## src/hdl/noc_pkg.sv

```systemverilog
////////////////////
// Shared definitions for the mesh router
// Flit widths, queue depth and port indices
// One-hot directions and coordinate type
// Header and flit types
////////////////////

`default_nettype none

package noc_pkg;

    // Flit sizes, preamble excluded from data_width
    localparam int unsigned data_width = 32;
    localparam int unsigned flit_width = data_width + 2;

    // Router shape
    localparam int unsigned num_ports = 5;
    localparam int unsigned queue_depth = 4;
    localparam int unsigned ptr_width = $clog2(queue_depth);
    localparam int unsigned arb_width = $clog2(num_ports - 1);

    // Port indices
    localparam int unsigned port_north = 0;
    localparam int unsigned port_south = 1;
    localparam int unsigned port_west = 2;
    localparam int unsigned port_east = 3;
    localparam int unsigned port_local = 4;

    // Bit n set means leave by port n
    typedef logic [num_ports-1:0] dir_t;

    localparam dir_t go_north = 5'b00001;
    localparam dir_t go_south = 5'b00010;
    localparam dir_t go_west = 5'b00100;
    localparam dir_t go_east = 5'b01000;
    localparam dir_t go_local = 5'b10000;

    typedef struct packed {
        logic [2:0] x;
        logic [2:0] y;
    } xy_t;

    // Head and tail both set on a single-flit packet
    typedef struct packed {
        logic head;
        logic tail;
    } preamble_t;

    typedef struct packed {
        xy_t        source;
        xy_t        destination;
        logic [3:0] message_type;
    } packet_info_t;

    localparam int unsigned reserved_width = data_width - $bits(packet_info_t) - $bits(dir_t);

    // Routing sits in the lowest bits
    typedef struct packed {
        preamble_t                 preamble;
        packet_info_t              info;
        logic [reserved_width-1:0] reserved;
        dir_t                      routing;
    } header_t;

    // Header view on head flits, raw word on payload
    typedef union packed {
        header_t               header;
        logic [flit_width-1:0] flit;
    } flit_t;

endpackage

`default_nettype wire
```

## src/hdl/noc_router.sv

```systemverilog
////////////////////
// Five-port mesh router top level
// Input lanes, output lanes and the wiring between them
////////////////////

`timescale 1ns/10ps
`default_nettype none

module noc_router (
    input  logic                          clk,
    input  logic                          rst,
    input  noc_pkg::xy_t                  position_i,
    input  noc_pkg::flit_t                data_n_i,
    input  noc_pkg::flit_t                data_s_i,
    input  noc_pkg::flit_t                data_w_i,
    input  noc_pkg::flit_t                data_e_i,
    input  noc_pkg::flit_t                data_p_i,
    input  logic [noc_pkg::num_ports-1:0] void_i,
    output logic [noc_pkg::num_ports-1:0] stop_o,
    output noc_pkg::flit_t                data_n_o,
    output noc_pkg::flit_t                data_s_o,
    output noc_pkg::flit_t                data_w_o,
    output noc_pkg::flit_t                data_e_o,
    output noc_pkg::flit_t                data_p_o,
    output logic [noc_pkg::num_ports-1:0] void_o,
    input  logic [noc_pkg::num_ports-1:0] stop_i
);

    import noc_pkg::*;

    flit_t [num_ports-1:0]                in_data;
    flit_t [num_ports-1:0]                in_flit;
    dir_t  [num_ports-1:0]                in_next_route;
    logic  [num_ports-1:0]                in_valid;
    dir_t  [num_ports-1:0]                in_request;
    flit_t [num_ports-1:0]                out_data;
    // Pop requests, indexed by output then by input
    logic  [num_ports-1:0][num_ports-1:0] rd_out;
    logic  [num_ports-1:0][num_ports-1:0] rd_in;

    assign in_data[port_north] = data_n_i;
    assign in_data[port_south] = data_s_i;
    assign in_data[port_west] = data_w_i;
    assign in_data[port_east] = data_e_i;
    assign in_data[port_local] = data_p_i;

    assign data_n_o = out_data[port_north];
    assign data_s_o = out_data[port_south];
    assign data_w_o = out_data[port_west];
    assign data_e_o = out_data[port_east];
    assign data_p_o = out_data[port_local];

    for (genvar g = 0; g < num_ports; g++) begin : gen_lane
        // Each input collects its bit from every output
        for (genvar o = 0; o < num_ports; o++) begin : gen_rd
            assign rd_in[g][o] = rd_out[o][g];
        end

        noc_input_port u_in (
            .clk          (clk),
            .rst          (rst),
            .position_i   (position_i),
            .data_i       (in_data[g]),
            .void_i       (void_i[g]),
            .rd_i         (rd_in[g]),
            .flit_o       (in_flit[g]),
            .next_route_o (in_next_route[g]),
            .valid_o      (in_valid[g]),
            .request_o    (in_request[g]),
            .stop_o       (stop_o[g])
        );

        noc_output_port #(
            .out_port (g)
        ) u_out (
            .clk          (clk),
            .rst          (rst),
            .flit_i       (in_flit),
            .next_route_i (in_next_route),
            .valid_i      (in_valid),
            .request_i    (in_request),
            .stop_i       (stop_i[g]),
            .rd_o         (rd_out[g]),
            .data_o       (out_data[g]),
            .void_o       (void_o[g])
        );
    end

endmodule

`default_nettype wire

```

## src/hdl/noc_output_port.sv

```systemverilog
////////////////////
// Router output lane
// Worm FSM, switch selection
// Head route rewrite, output register
////////////////////

`timescale 1ns/10ps
`default_nettype none

module noc_output_port #(
    parameter int unsigned out_port = 0
) (
    input  logic                                           clk,
    input  logic                                           rst,
    input  noc_pkg::flit_t [noc_pkg::num_ports-1:0]        flit_i,
    input  noc_pkg::dir_t  [noc_pkg::num_ports-1:0]        next_route_i,
    input  logic           [noc_pkg::num_ports-1:0]        valid_i,
    input  noc_pkg::dir_t  [noc_pkg::num_ports-1:0]        request_i,
    input  logic                                           stop_i,
    output logic           [noc_pkg::num_ports-1:0]        rd_o,
    output noc_pkg::flit_t                                 data_o,
    output logic                                           void_o
);

    import noc_pkg::*;

    logic [num_ports-2:0] req_other;
    logic [num_ports-2:0] grant;
    logic                 grant_valid;
    logic [num_ports-1:0] grant_sel;
    logic [num_ports-1:0] sel;
    logic [num_ports-1:0] saved_sel;
    logic                 payload_state;
    flit_t                xbar_flit;
    flit_t                out_flit;
    dir_t                 xbar_next_route;
    logic                 xbar_valid;
    logic                 forwarding;
    logic                 head_fwd;
    logic                 tail_fwd;

    ////////////////////
    // Arbitration

    // Own index is skipped, a flit never turns back
    for (genvar j = 0; j < num_ports; j++) begin : gen_map
        if (j < out_port) begin : gen_below
            assign req_other[j] = request_i[j][out_port];
            assign grant_sel[j] = grant[j];
        end else if (j > out_port) begin : gen_above
            assign req_other[j-1] = request_i[j][out_port];
            assign grant_sel[j] = grant[j-1];
        end else begin : gen_self
            assign grant_sel[j] = 1'b0;
        end
    end

    noc_output_arbiter u_arbiter (
        .clk           (clk),
        .rst           (rst),
        .request_i     (req_other),
        .head_fwd_i    (head_fwd),
        .tail_fwd_i    (tail_fwd),
        .grant_o       (grant),
        .grant_valid_o (grant_valid)
    );

    ////////////////////
    // Switching

    // New grant in head state, saved input during the worm
    always_comb begin
        if (payload_state) begin
            sel = saved_sel;
        end else if (grant_valid & ~stop_i) begin
            sel = grant_sel;
        end else begin
            sel = '0;
        end
    end

    always_comb begin
        xbar_flit = '0;
        xbar_next_route = '0;
        xbar_valid = 1'b0;
        for (int j = 0; j < num_ports; j++) begin
            if (sel[j]) begin
                xbar_flit = flit_i[j];
                xbar_next_route = next_route_i[j];
                xbar_valid = valid_i[j];
            end
        end
    end

    // Head carries the route for the next router
    always_comb begin
        out_flit = xbar_flit;
        if (~payload_state) begin
            out_flit.header.routing = xbar_next_route;
        end
    end

    assign rd_o = sel & {num_ports{~stop_i}};
    assign forwarding = xbar_valid & ~stop_i;
    assign head_fwd = forwarding & xbar_flit.header.preamble.head;
    assign tail_fwd = forwarding & xbar_flit.header.preamble.tail;

    // Worm FSM, payload state until the tail leaves
    always_ff @(posedge clk) begin
        if (rst) begin
            payload_state <= 1'b0;
            saved_sel <= '0;
        end else begin
            if (tail_fwd) begin
                payload_state <= 1'b0;
            end else if (head_fwd) begin
                payload_state <= 1'b1;
            end
            if (head_fwd) begin
                saved_sel <= sel;
            end
        end
    end

    ////////////////////
    // Output register

    // Both hold while the next router stops us
    always_ff @(posedge clk) begin
        if (rst) begin
            void_o <= 1'b1;
        end else if (~stop_i) begin
            void_o <= ~forwarding;
        end
    end

    always_ff @(posedge clk) begin
        if (forwarding) begin
            data_o <= out_flit;
        end
    end

endmodule

`default_nettype wire

```

## src/hdl/noc_output_arbiter.sv

```systemverilog
////////////////////
// Round-robin output arbiter
// Four competing inputs, grant held per worm
////////////////////

`timescale 1ns/10ps
`default_nettype none

module noc_output_arbiter (
    input  logic                          clk,
    input  logic                          rst,
    input  logic [noc_pkg::num_ports-2:0] request_i,
    input  logic                          head_fwd_i,
    input  logic                          tail_fwd_i,
    output logic [noc_pkg::num_ports-2:0] grant_o,
    output logic                          grant_valid_o
);

    import noc_pkg::*;

    logic [arb_width-1:0] ptr;
    logic [arb_width-1:0] cand;
    logic [arb_width-1:0] grant_idx;
    logic [arb_width-1:0] held_idx;
    logic [arb_width-1:0] done_idx;

    // First requester at or after the pointer
    always_comb begin
        grant_o = '0;
        grant_idx = ptr;
        grant_valid_o = 1'b0;
        cand = ptr;
        for (int i = 0; i < num_ports - 1; i++) begin
            cand = ptr + arb_width'(i);
            if (~grant_valid_o && request_i[cand]) begin
                grant_o[cand] = 1'b1;
                grant_idx = cand;
                grant_valid_o = 1'b1;
            end
        end
    end

    // Winner of the worm in flight
    always_ff @(posedge clk) begin
        if (rst) begin
            held_idx <= '0;
        end else if (head_fwd_i) begin
            held_idx <= grant_idx;
        end
    end

    // Single-flit packets finish on the head edge
    assign done_idx = head_fwd_i ? grant_idx : held_idx;

    // Priority rotates past the winner once its tail leaves
    always_ff @(posedge clk) begin
        if (rst) begin
            ptr <= '0;
        end else if (tail_fwd_i) begin
            ptr <= done_idx + 1'b1;
        end
    end

endmodule

`default_nettype wire

```

## src/hdl/noc_input_port.sv

```systemverilog
////////////////////
// Router input lane
// Queue, head decode, saved request
// Look-ahead route and stop level
////////////////////

`timescale 1ns/10ps
`default_nettype none

module noc_input_port (
    input  logic                          clk,
    input  logic                          rst,
    input  noc_pkg::xy_t                  position_i,
    input  noc_pkg::flit_t                data_i,
    input  logic                          void_i,
    input  logic [noc_pkg::num_ports-1:0] rd_i,
    output noc_pkg::flit_t                flit_o,
    output noc_pkg::dir_t                 next_route_o,
    output logic                          valid_o,
    output noc_pkg::dir_t                 request_o,
    output logic                          stop_o
);

    import noc_pkg::*;

    logic empty;
    logic full;
    logic rd_any;
    logic valid_head;
    dir_t saved_request;

    // Any output may pop this lane
    assign rd_any = |rd_i;

    noc_input_fifo u_fifo (
        .clk     (clk),
        .rst     (rst),
        .wr_i    (~void_i),
        .data_i  (data_i),
        .rd_i    (rd_any),
        .data_o  (flit_o),
        .empty_o (empty),
        .full_o  (full)
    );

    // Queued flit or a flit on the bypass
    assign valid_o = ~empty | ~void_i;
    assign valid_head = valid_o & flit_o.header.preamble.head;

    // Request is kept for the body of the worm
    always_ff @(posedge clk) begin
        if (rst) begin
            saved_request <= '0;
        end else if (valid_o & flit_o.header.preamble.tail) begin
            saved_request <= '0;
        end else if (valid_head) begin
            saved_request <= flit_o.header.routing;
        end
    end

    assign request_o = valid_head ? flit_o.header.routing : saved_request;

    noc_lookahead_route u_route (
        .position_i    (position_i),
        .destination_i (flit_o.header.info.destination),
        .route_i       (flit_o.header.routing),
        .next_route_o  (next_route_o)
    );

    assign stop_o = full;

endmodule

`default_nettype wire

```

## src/hdl/noc_lookahead_route.sv

```systemverilog
////////////////////
// Look-ahead XY routing
// Route the next router must use
////////////////////

`timescale 1ns/10ps
`default_nettype none

module noc_lookahead_route (
    input  noc_pkg::xy_t  position_i,
    input  noc_pkg::xy_t  destination_i,
    input  noc_pkg::dir_t route_i,
    output noc_pkg::dir_t next_route_o
);

    import noc_pkg::*;

    xy_t next_pos;

    // Coordinate of the router this flit moves to
    always_comb begin
        next_pos = position_i;
        case (route_i)
            go_north: next_pos.y = position_i.y - 3'd1;
            go_south: next_pos.y = position_i.y + 3'd1;
            go_west:  next_pos.x = position_i.x - 3'd1;
            go_east:  next_pos.x = position_i.x + 3'd1;
            default: begin
                // Local keeps the position
            end
        endcase
    end

    // X first, then Y, then eject
    always_comb begin
        if (destination_i.x > next_pos.x) begin
            next_route_o = go_east;
        end else if (destination_i.x < next_pos.x) begin
            next_route_o = go_west;
        end else if (destination_i.y > next_pos.y) begin
            next_route_o = go_south;
        end else if (destination_i.y < next_pos.y) begin
            next_route_o = go_north;
        end else begin
            next_route_o = go_local;
        end
    end

endmodule

`default_nettype wire

```

## src/hdl/noc_input_fifo.sv

```systemverilog
////////////////////
// Input flit queue
// Circular buffer with bypass when empty
////////////////////

`timescale 1ns/10ps
`default_nettype none

module noc_input_fifo (
    input  logic           clk,
    input  logic           rst,
    input  logic           wr_i,
    input  noc_pkg::flit_t data_i,
    input  logic           rd_i,
    output noc_pkg::flit_t data_o,
    output logic           empty_o,
    output logic           full_o
);

    import noc_pkg::*;

    flit_t mem [queue_depth];

    logic [ptr_width-1:0] wr_ptr;
    logic [ptr_width-1:0] rd_ptr;
    logic [ptr_width:0]   count;
    logic                 push;
    logic                 pop;

    assign empty_o = count == '0;
    assign full_o = count == (ptr_width + 1)'(queue_depth);

    // Front of queue, or the incoming flit when nothing is queued
    assign data_o = empty_o ? data_i : mem[rd_ptr];

    // Empty queue with a read takes the flit straight through
    assign push = wr_i & ~full_o & ~(empty_o & rd_i);
    assign pop = rd_i & ~empty_o;

    always_ff @(posedge clk) begin
        if (push) begin
            mem[wr_ptr] <= data_i;
        end
    end

    always_ff @(posedge clk) begin
        if (rst) begin
            wr_ptr <= '0;
            rd_ptr <= '0;
            count <= '0;
        end else begin
            if (push) begin
                wr_ptr <= wr_ptr + 1'b1;
            end
            if (pop) begin
                rd_ptr <= rd_ptr + 1'b1;
            end
            // Count moves only when exactly one side is active
            if (push & ~pop) begin
                count <= count + 1'b1;
            end else if (pop & ~push) begin
                count <= count - 1'b1;
            end
        end
    end

endmodule

`default_nettype wire

```

## config.mk

```make
export PLATFORM = sky130hd
export DESIGN_NAME = noc_router
export DESIGN_NICKNAME = d
export VERILOG_FILES = /design/src/hdl/noc_pkg.sv /design/src/hdl/noc_router.sv /design/src/hdl/noc_output_port.sv /design/src/hdl/noc_output_arbiter.sv /design/src/hdl/noc_input_port.sv /design/src/hdl/noc_lookahead_route.sv /design/src/hdl/noc_input_fifo.sv
export SDC_FILE = /design/constraint.sdc
export NUM_CORES = 2
export LEC_CHECK = 0
export BUFFER_PORTS_ARGS = -buffer_cell sky130_fd_sc_hd__buf_2
export CORE_ASPECT_RATIO = 2
export CORE_UTILIZATION = 50
export CTS_CLUSTER_SIZE = 16
export DETAILED_ROUTE_END_ITERATION = 16
export PLACE_DENSITY = 0.68
export REMOVE_ABC_BUFFERS = 1
export SLEW_MARGIN = 15
export SYNTH_ARGS = -nofsm -noshare
export SYNTH_HDL_FRONTEND = slang
export SYNTH_SLANG_ARGS = --single-unit
```

## constraint.sdc

```tcl
create_clock -name clk -period 14.7 [get_ports clk]
set_input_delay 0.735 -clock clk [delete_from_list [all_inputs] [get_ports clk]]
set_output_delay 0.735 -clock clk [all_outputs]
set_load 0.01 [all_outputs]
```

==> out/qor.csv <==
metric,value,unit
"EDFF count, synth",850,
CTS Buf Count,85,
startpoint types,register,
GRT Util Overall,33.5,%
layout cells sized above 1,19.4,%
worst-skew pair later-pin latency,0.72,ns
setup bufs post-CTS,0,
Clock Path Buffers,3,
crit path capture,gen_lane[3].u_in.u_fifo.count[2],
"Data required, critical path",15.31,ns
Worst slew margin,11.7,%
1st-pass router iterations,8,
RSZ-0062 raised after global routing,no,
Wirelength per Cell,29.3,µm
Via density,6.65,
GPL Wtd Cong,0.992,
Yosys cell types,102,
pin count of the biggest net entering global routing,79,
FF-to-FF setup slack,7.38,ns
Fin. Hold Viols,0,
R2R Path End,gen_lane[3].u_in.u_fifo.count[2],
# port buffers,367,
Tmin final,7.32,ns
"Slew Viols, Final",0,
NumNets Final,4746,
First DRT Iteration DRCs,4591,
Hold Buf Count CTS,0,
Mapped Area,50400,µm²
hold slack,0.250,ns
row count,164,
Synth Register Bits,970,
CTS clock-pin slew for the worst setup and hold paths,0.07,ns
post-CTS resize count,0,
part of the cycle the worst path needs,49.8,%
most area-consuming cells after synthesis,"edfxtp_1, mux4_2, dfxtp_1",
critical path class,reg2reg,
ys async rst share,0,%
hpwl dp,122,mm
CTS root buf,clkbuf_16,
HP Class,in2reg,
CTS tree,yes,
prevailing post-synth register cell,edfxtp_1,
final setup TNS,0,ns
initial antenna violation count,26,
area grow syn2layout,11.8,%
Die Y,451,µm
residual DRC count,0,
Setup Skew,0.0504,ns
Vias,39000,
floorplan core area,99900,µm²
R2R depth,17,
Least-Margin Pin Slew,1.32,ns
vias in the first global route,37400,
Finished Core Util,56.4,%
Max-Cap Viols,0,
Setup crit end kind,register,
final setup fails,0,
cell accounting for the most synthesized area,edfxtp_1,
I/O pins,368,
initial core utilization,50.4,%
ANT nets after route,0,
die area,102000,µm²
Sink Count,970,
FILL cells,8183,
top-area cell type share of the netlist area,50.6,%
maximum fanout along the worst path,38,
first-pass GRT wire length,248,mm
"wirelength, routed",172,mm
Post-Syn Area per Cell,11.9,µm²
status,"complete, no violations",
CP arrival,7.92,ns
fmax,137,MHz
post-synthesis sequential area ratio,55.4,%
Die W,227,µm
Syn. warnings,0,
Overflow after GRT,0,
Post-Syn Instances,4236,
H-tree levels,3,
cell families (layout without fill, tap and decap cells):
group                      after synthesis  after routing  share of synthesized area [%]
and+or+nand+nor                       1185           1185                           10.9
AOI/OAI and AO/OA                     1099           1099                           14.9
DFF                                    970            970                           55.4
buffers and inverters                  440            734                           3.45
muxes                                  390            390                           11.9
adders and majority gates               96             96                           2.46
xor gates and xnor gates                56             56                          0.973
other                                    0             13                              0
routing by layer:
metal / vias to the layer above / GRT usage (%) / part of all wire [%]
met3: 601 / 6.26 / 9.8
met4: 30 / 19.8 / 6.6
met2: 2550 / 53.4 / 47
met5: - / 0 / 0.11
met1: 19000 / 42.4 / 37
li1: 16900 / - / -
critical path, stage by stage (launching register included):
cell and delay, ns:
dfxtp_2 0.31, buf_4 0.54, mux4_2 0.64, mux2_2 0.40, or2_2 0.35, nand2_1 0.25, o221ai_1 0.49, o41ai_1 1.11
o21ai_0 0.41, a222oi_1 0.81, a311oi_1 0.22, nor2_2 0.32, ha_1 0.24, inv_1 0.07, fa_1 0.43, xor2_1 0.18
or3_1 0.30, a21oi_1 0.13
how the worst min path moves through the flow:
stage	from	depth (start not counted)	end	slack, ns
finish	data_s_i[27]	1	gen_lane[1].u_in.u_fifo.mem[1][27]	0.25
global route	data_s_i[27]	1	gen_lane[1].u_in.u_fifo.mem[1][27]	0.26
CTS	data_s_i[27]	1	gen_lane[1].u_in.u_fifo.mem[1][27]	0.22
detailed placement	gen_lane[2].u_out.u_arbiter.held_idx[1]	2	gen_lane[2].u_out.u_arbiter.held_idx[1]	0.48
global placement	gen_lane[2].u_out.u_arbiter.held_idx[1]	2	gen_lane[2].u_out.u_arbiter.held_idx[1]	0.48
floorplan	gen_lane[0].u_out.saved_sel[0]	1	gen_lane[0].u_out.saved_sel[0]	0.45
cells in the mapped netlist (all sizes together) (8+ instances only):
| cell | count |
|---|---|
| o221ai | 29 |
| mux4 | 166 |
| or3 | 31 |
| a311o | 25 |
| ha | 91 |
| or4 | 9 |
| a22o | 12 |
| inv | 128 |
| o211ai | 33 |
| a2bb2oi | 10 |
| o22ai | 30 |
| o21a | 8 |
| a31oi | 27 |
| xnor2 | 27 |
| a311oi | 64 |
| mux2i | 199 |
| nand3 | 97 |
| or2 | 17 |
| a221oi | 62 |
| nand2 | 321 |
| nor2 | 396 |
| a21oi | 291 |
| dfxtp | 120 |
| buf | 85 |
| a31o | 9 |
| mux2 | 25 |
| o21ai | 220 |
| o311ai | 18 |
| xor2 | 29 |
| edfxtp | 850 |
| nor4 | 8 |
| a22oi | 33 |
| nor2b | 32 |
| and3 | 42 |
| a21o | 10 |
| and2 | 62 |
| a221o | 8 |
| o31ai | 15 |
| nor3 | 80 |
| clkbuf | 223 |
| nand2b | 35 |
| o2111ai | 17 |
| a211oi | 105 |
| nor3b | 9 |
| nand4 | 32 |
cell type report:
| cell class | instances | area [µm²] | share of cell area (%) |
|---|---|---|---|
| Antenna cell | 13 | 32.5 | 0.0577 |
| Sequential cell | 970 | 27900 | 49.6 |
| Tap cell | 1328 | 1660 | 2.95 |
| Timing Repair Buffer | 447 | 2440 | 4.32 |
| Clock buffer | 103 | 2260 | 4.00 |
| Inverter | 132 | 495 | 0.879 |
| Multi-Input combinational cell | 2826 | 20900 | 37.1 |
| Clock inverter | 52 | 609 | 1.08 |
per-stage QoR:
step                area (µm²)  std cells  worst slack, ns
floorplan                49200       3928             6.02
global placement         53500       5703             7.76
detailed placement       53500       5703             7.52
CTS                      56300       5858             7.45
global route             56400       5862             7.06
finish                   56400       5871             7.38
registers in the layout, summed over array words and instances (netlist names), named ones only:
register                           flops
gen_lane.u_out.u_arbiter.held_idx     10
gen_lane.u_out.payload_state           5
gen_lane.u_in.u_fifo.wr_ptr           10
gen_lane.u_out.void_o                  5
gen_lane.u_in.u_fifo.count            15
gen_lane.u_in.saved_request           12
gen_lane.u_in.u_fifo.mem             680
gen_lane.u_out.data_o                170
gen_lane.u_in.u_fifo.rd_ptr           10
gen_lane.u_out.saved_sel              25
gen_lane.u_out.u_arbiter.ptr          10
placed cells by master (no fill, tap or decap), drive strengths merged, types with 91 or more instances in the layout:
cell and count:
o21ai 220, dfxtp 120, buf 447, clkbuf 103
ha 91, nand3 97, mux4 166, nand2 321
a21oi 291, edfxtp 850, a211oi 105, mux2i 199
inv 136, nor2 396
Power is left out: the tool's default activity adds up to more than one toggle a clock period on the data nets, which glitch-free logic cannot reach.
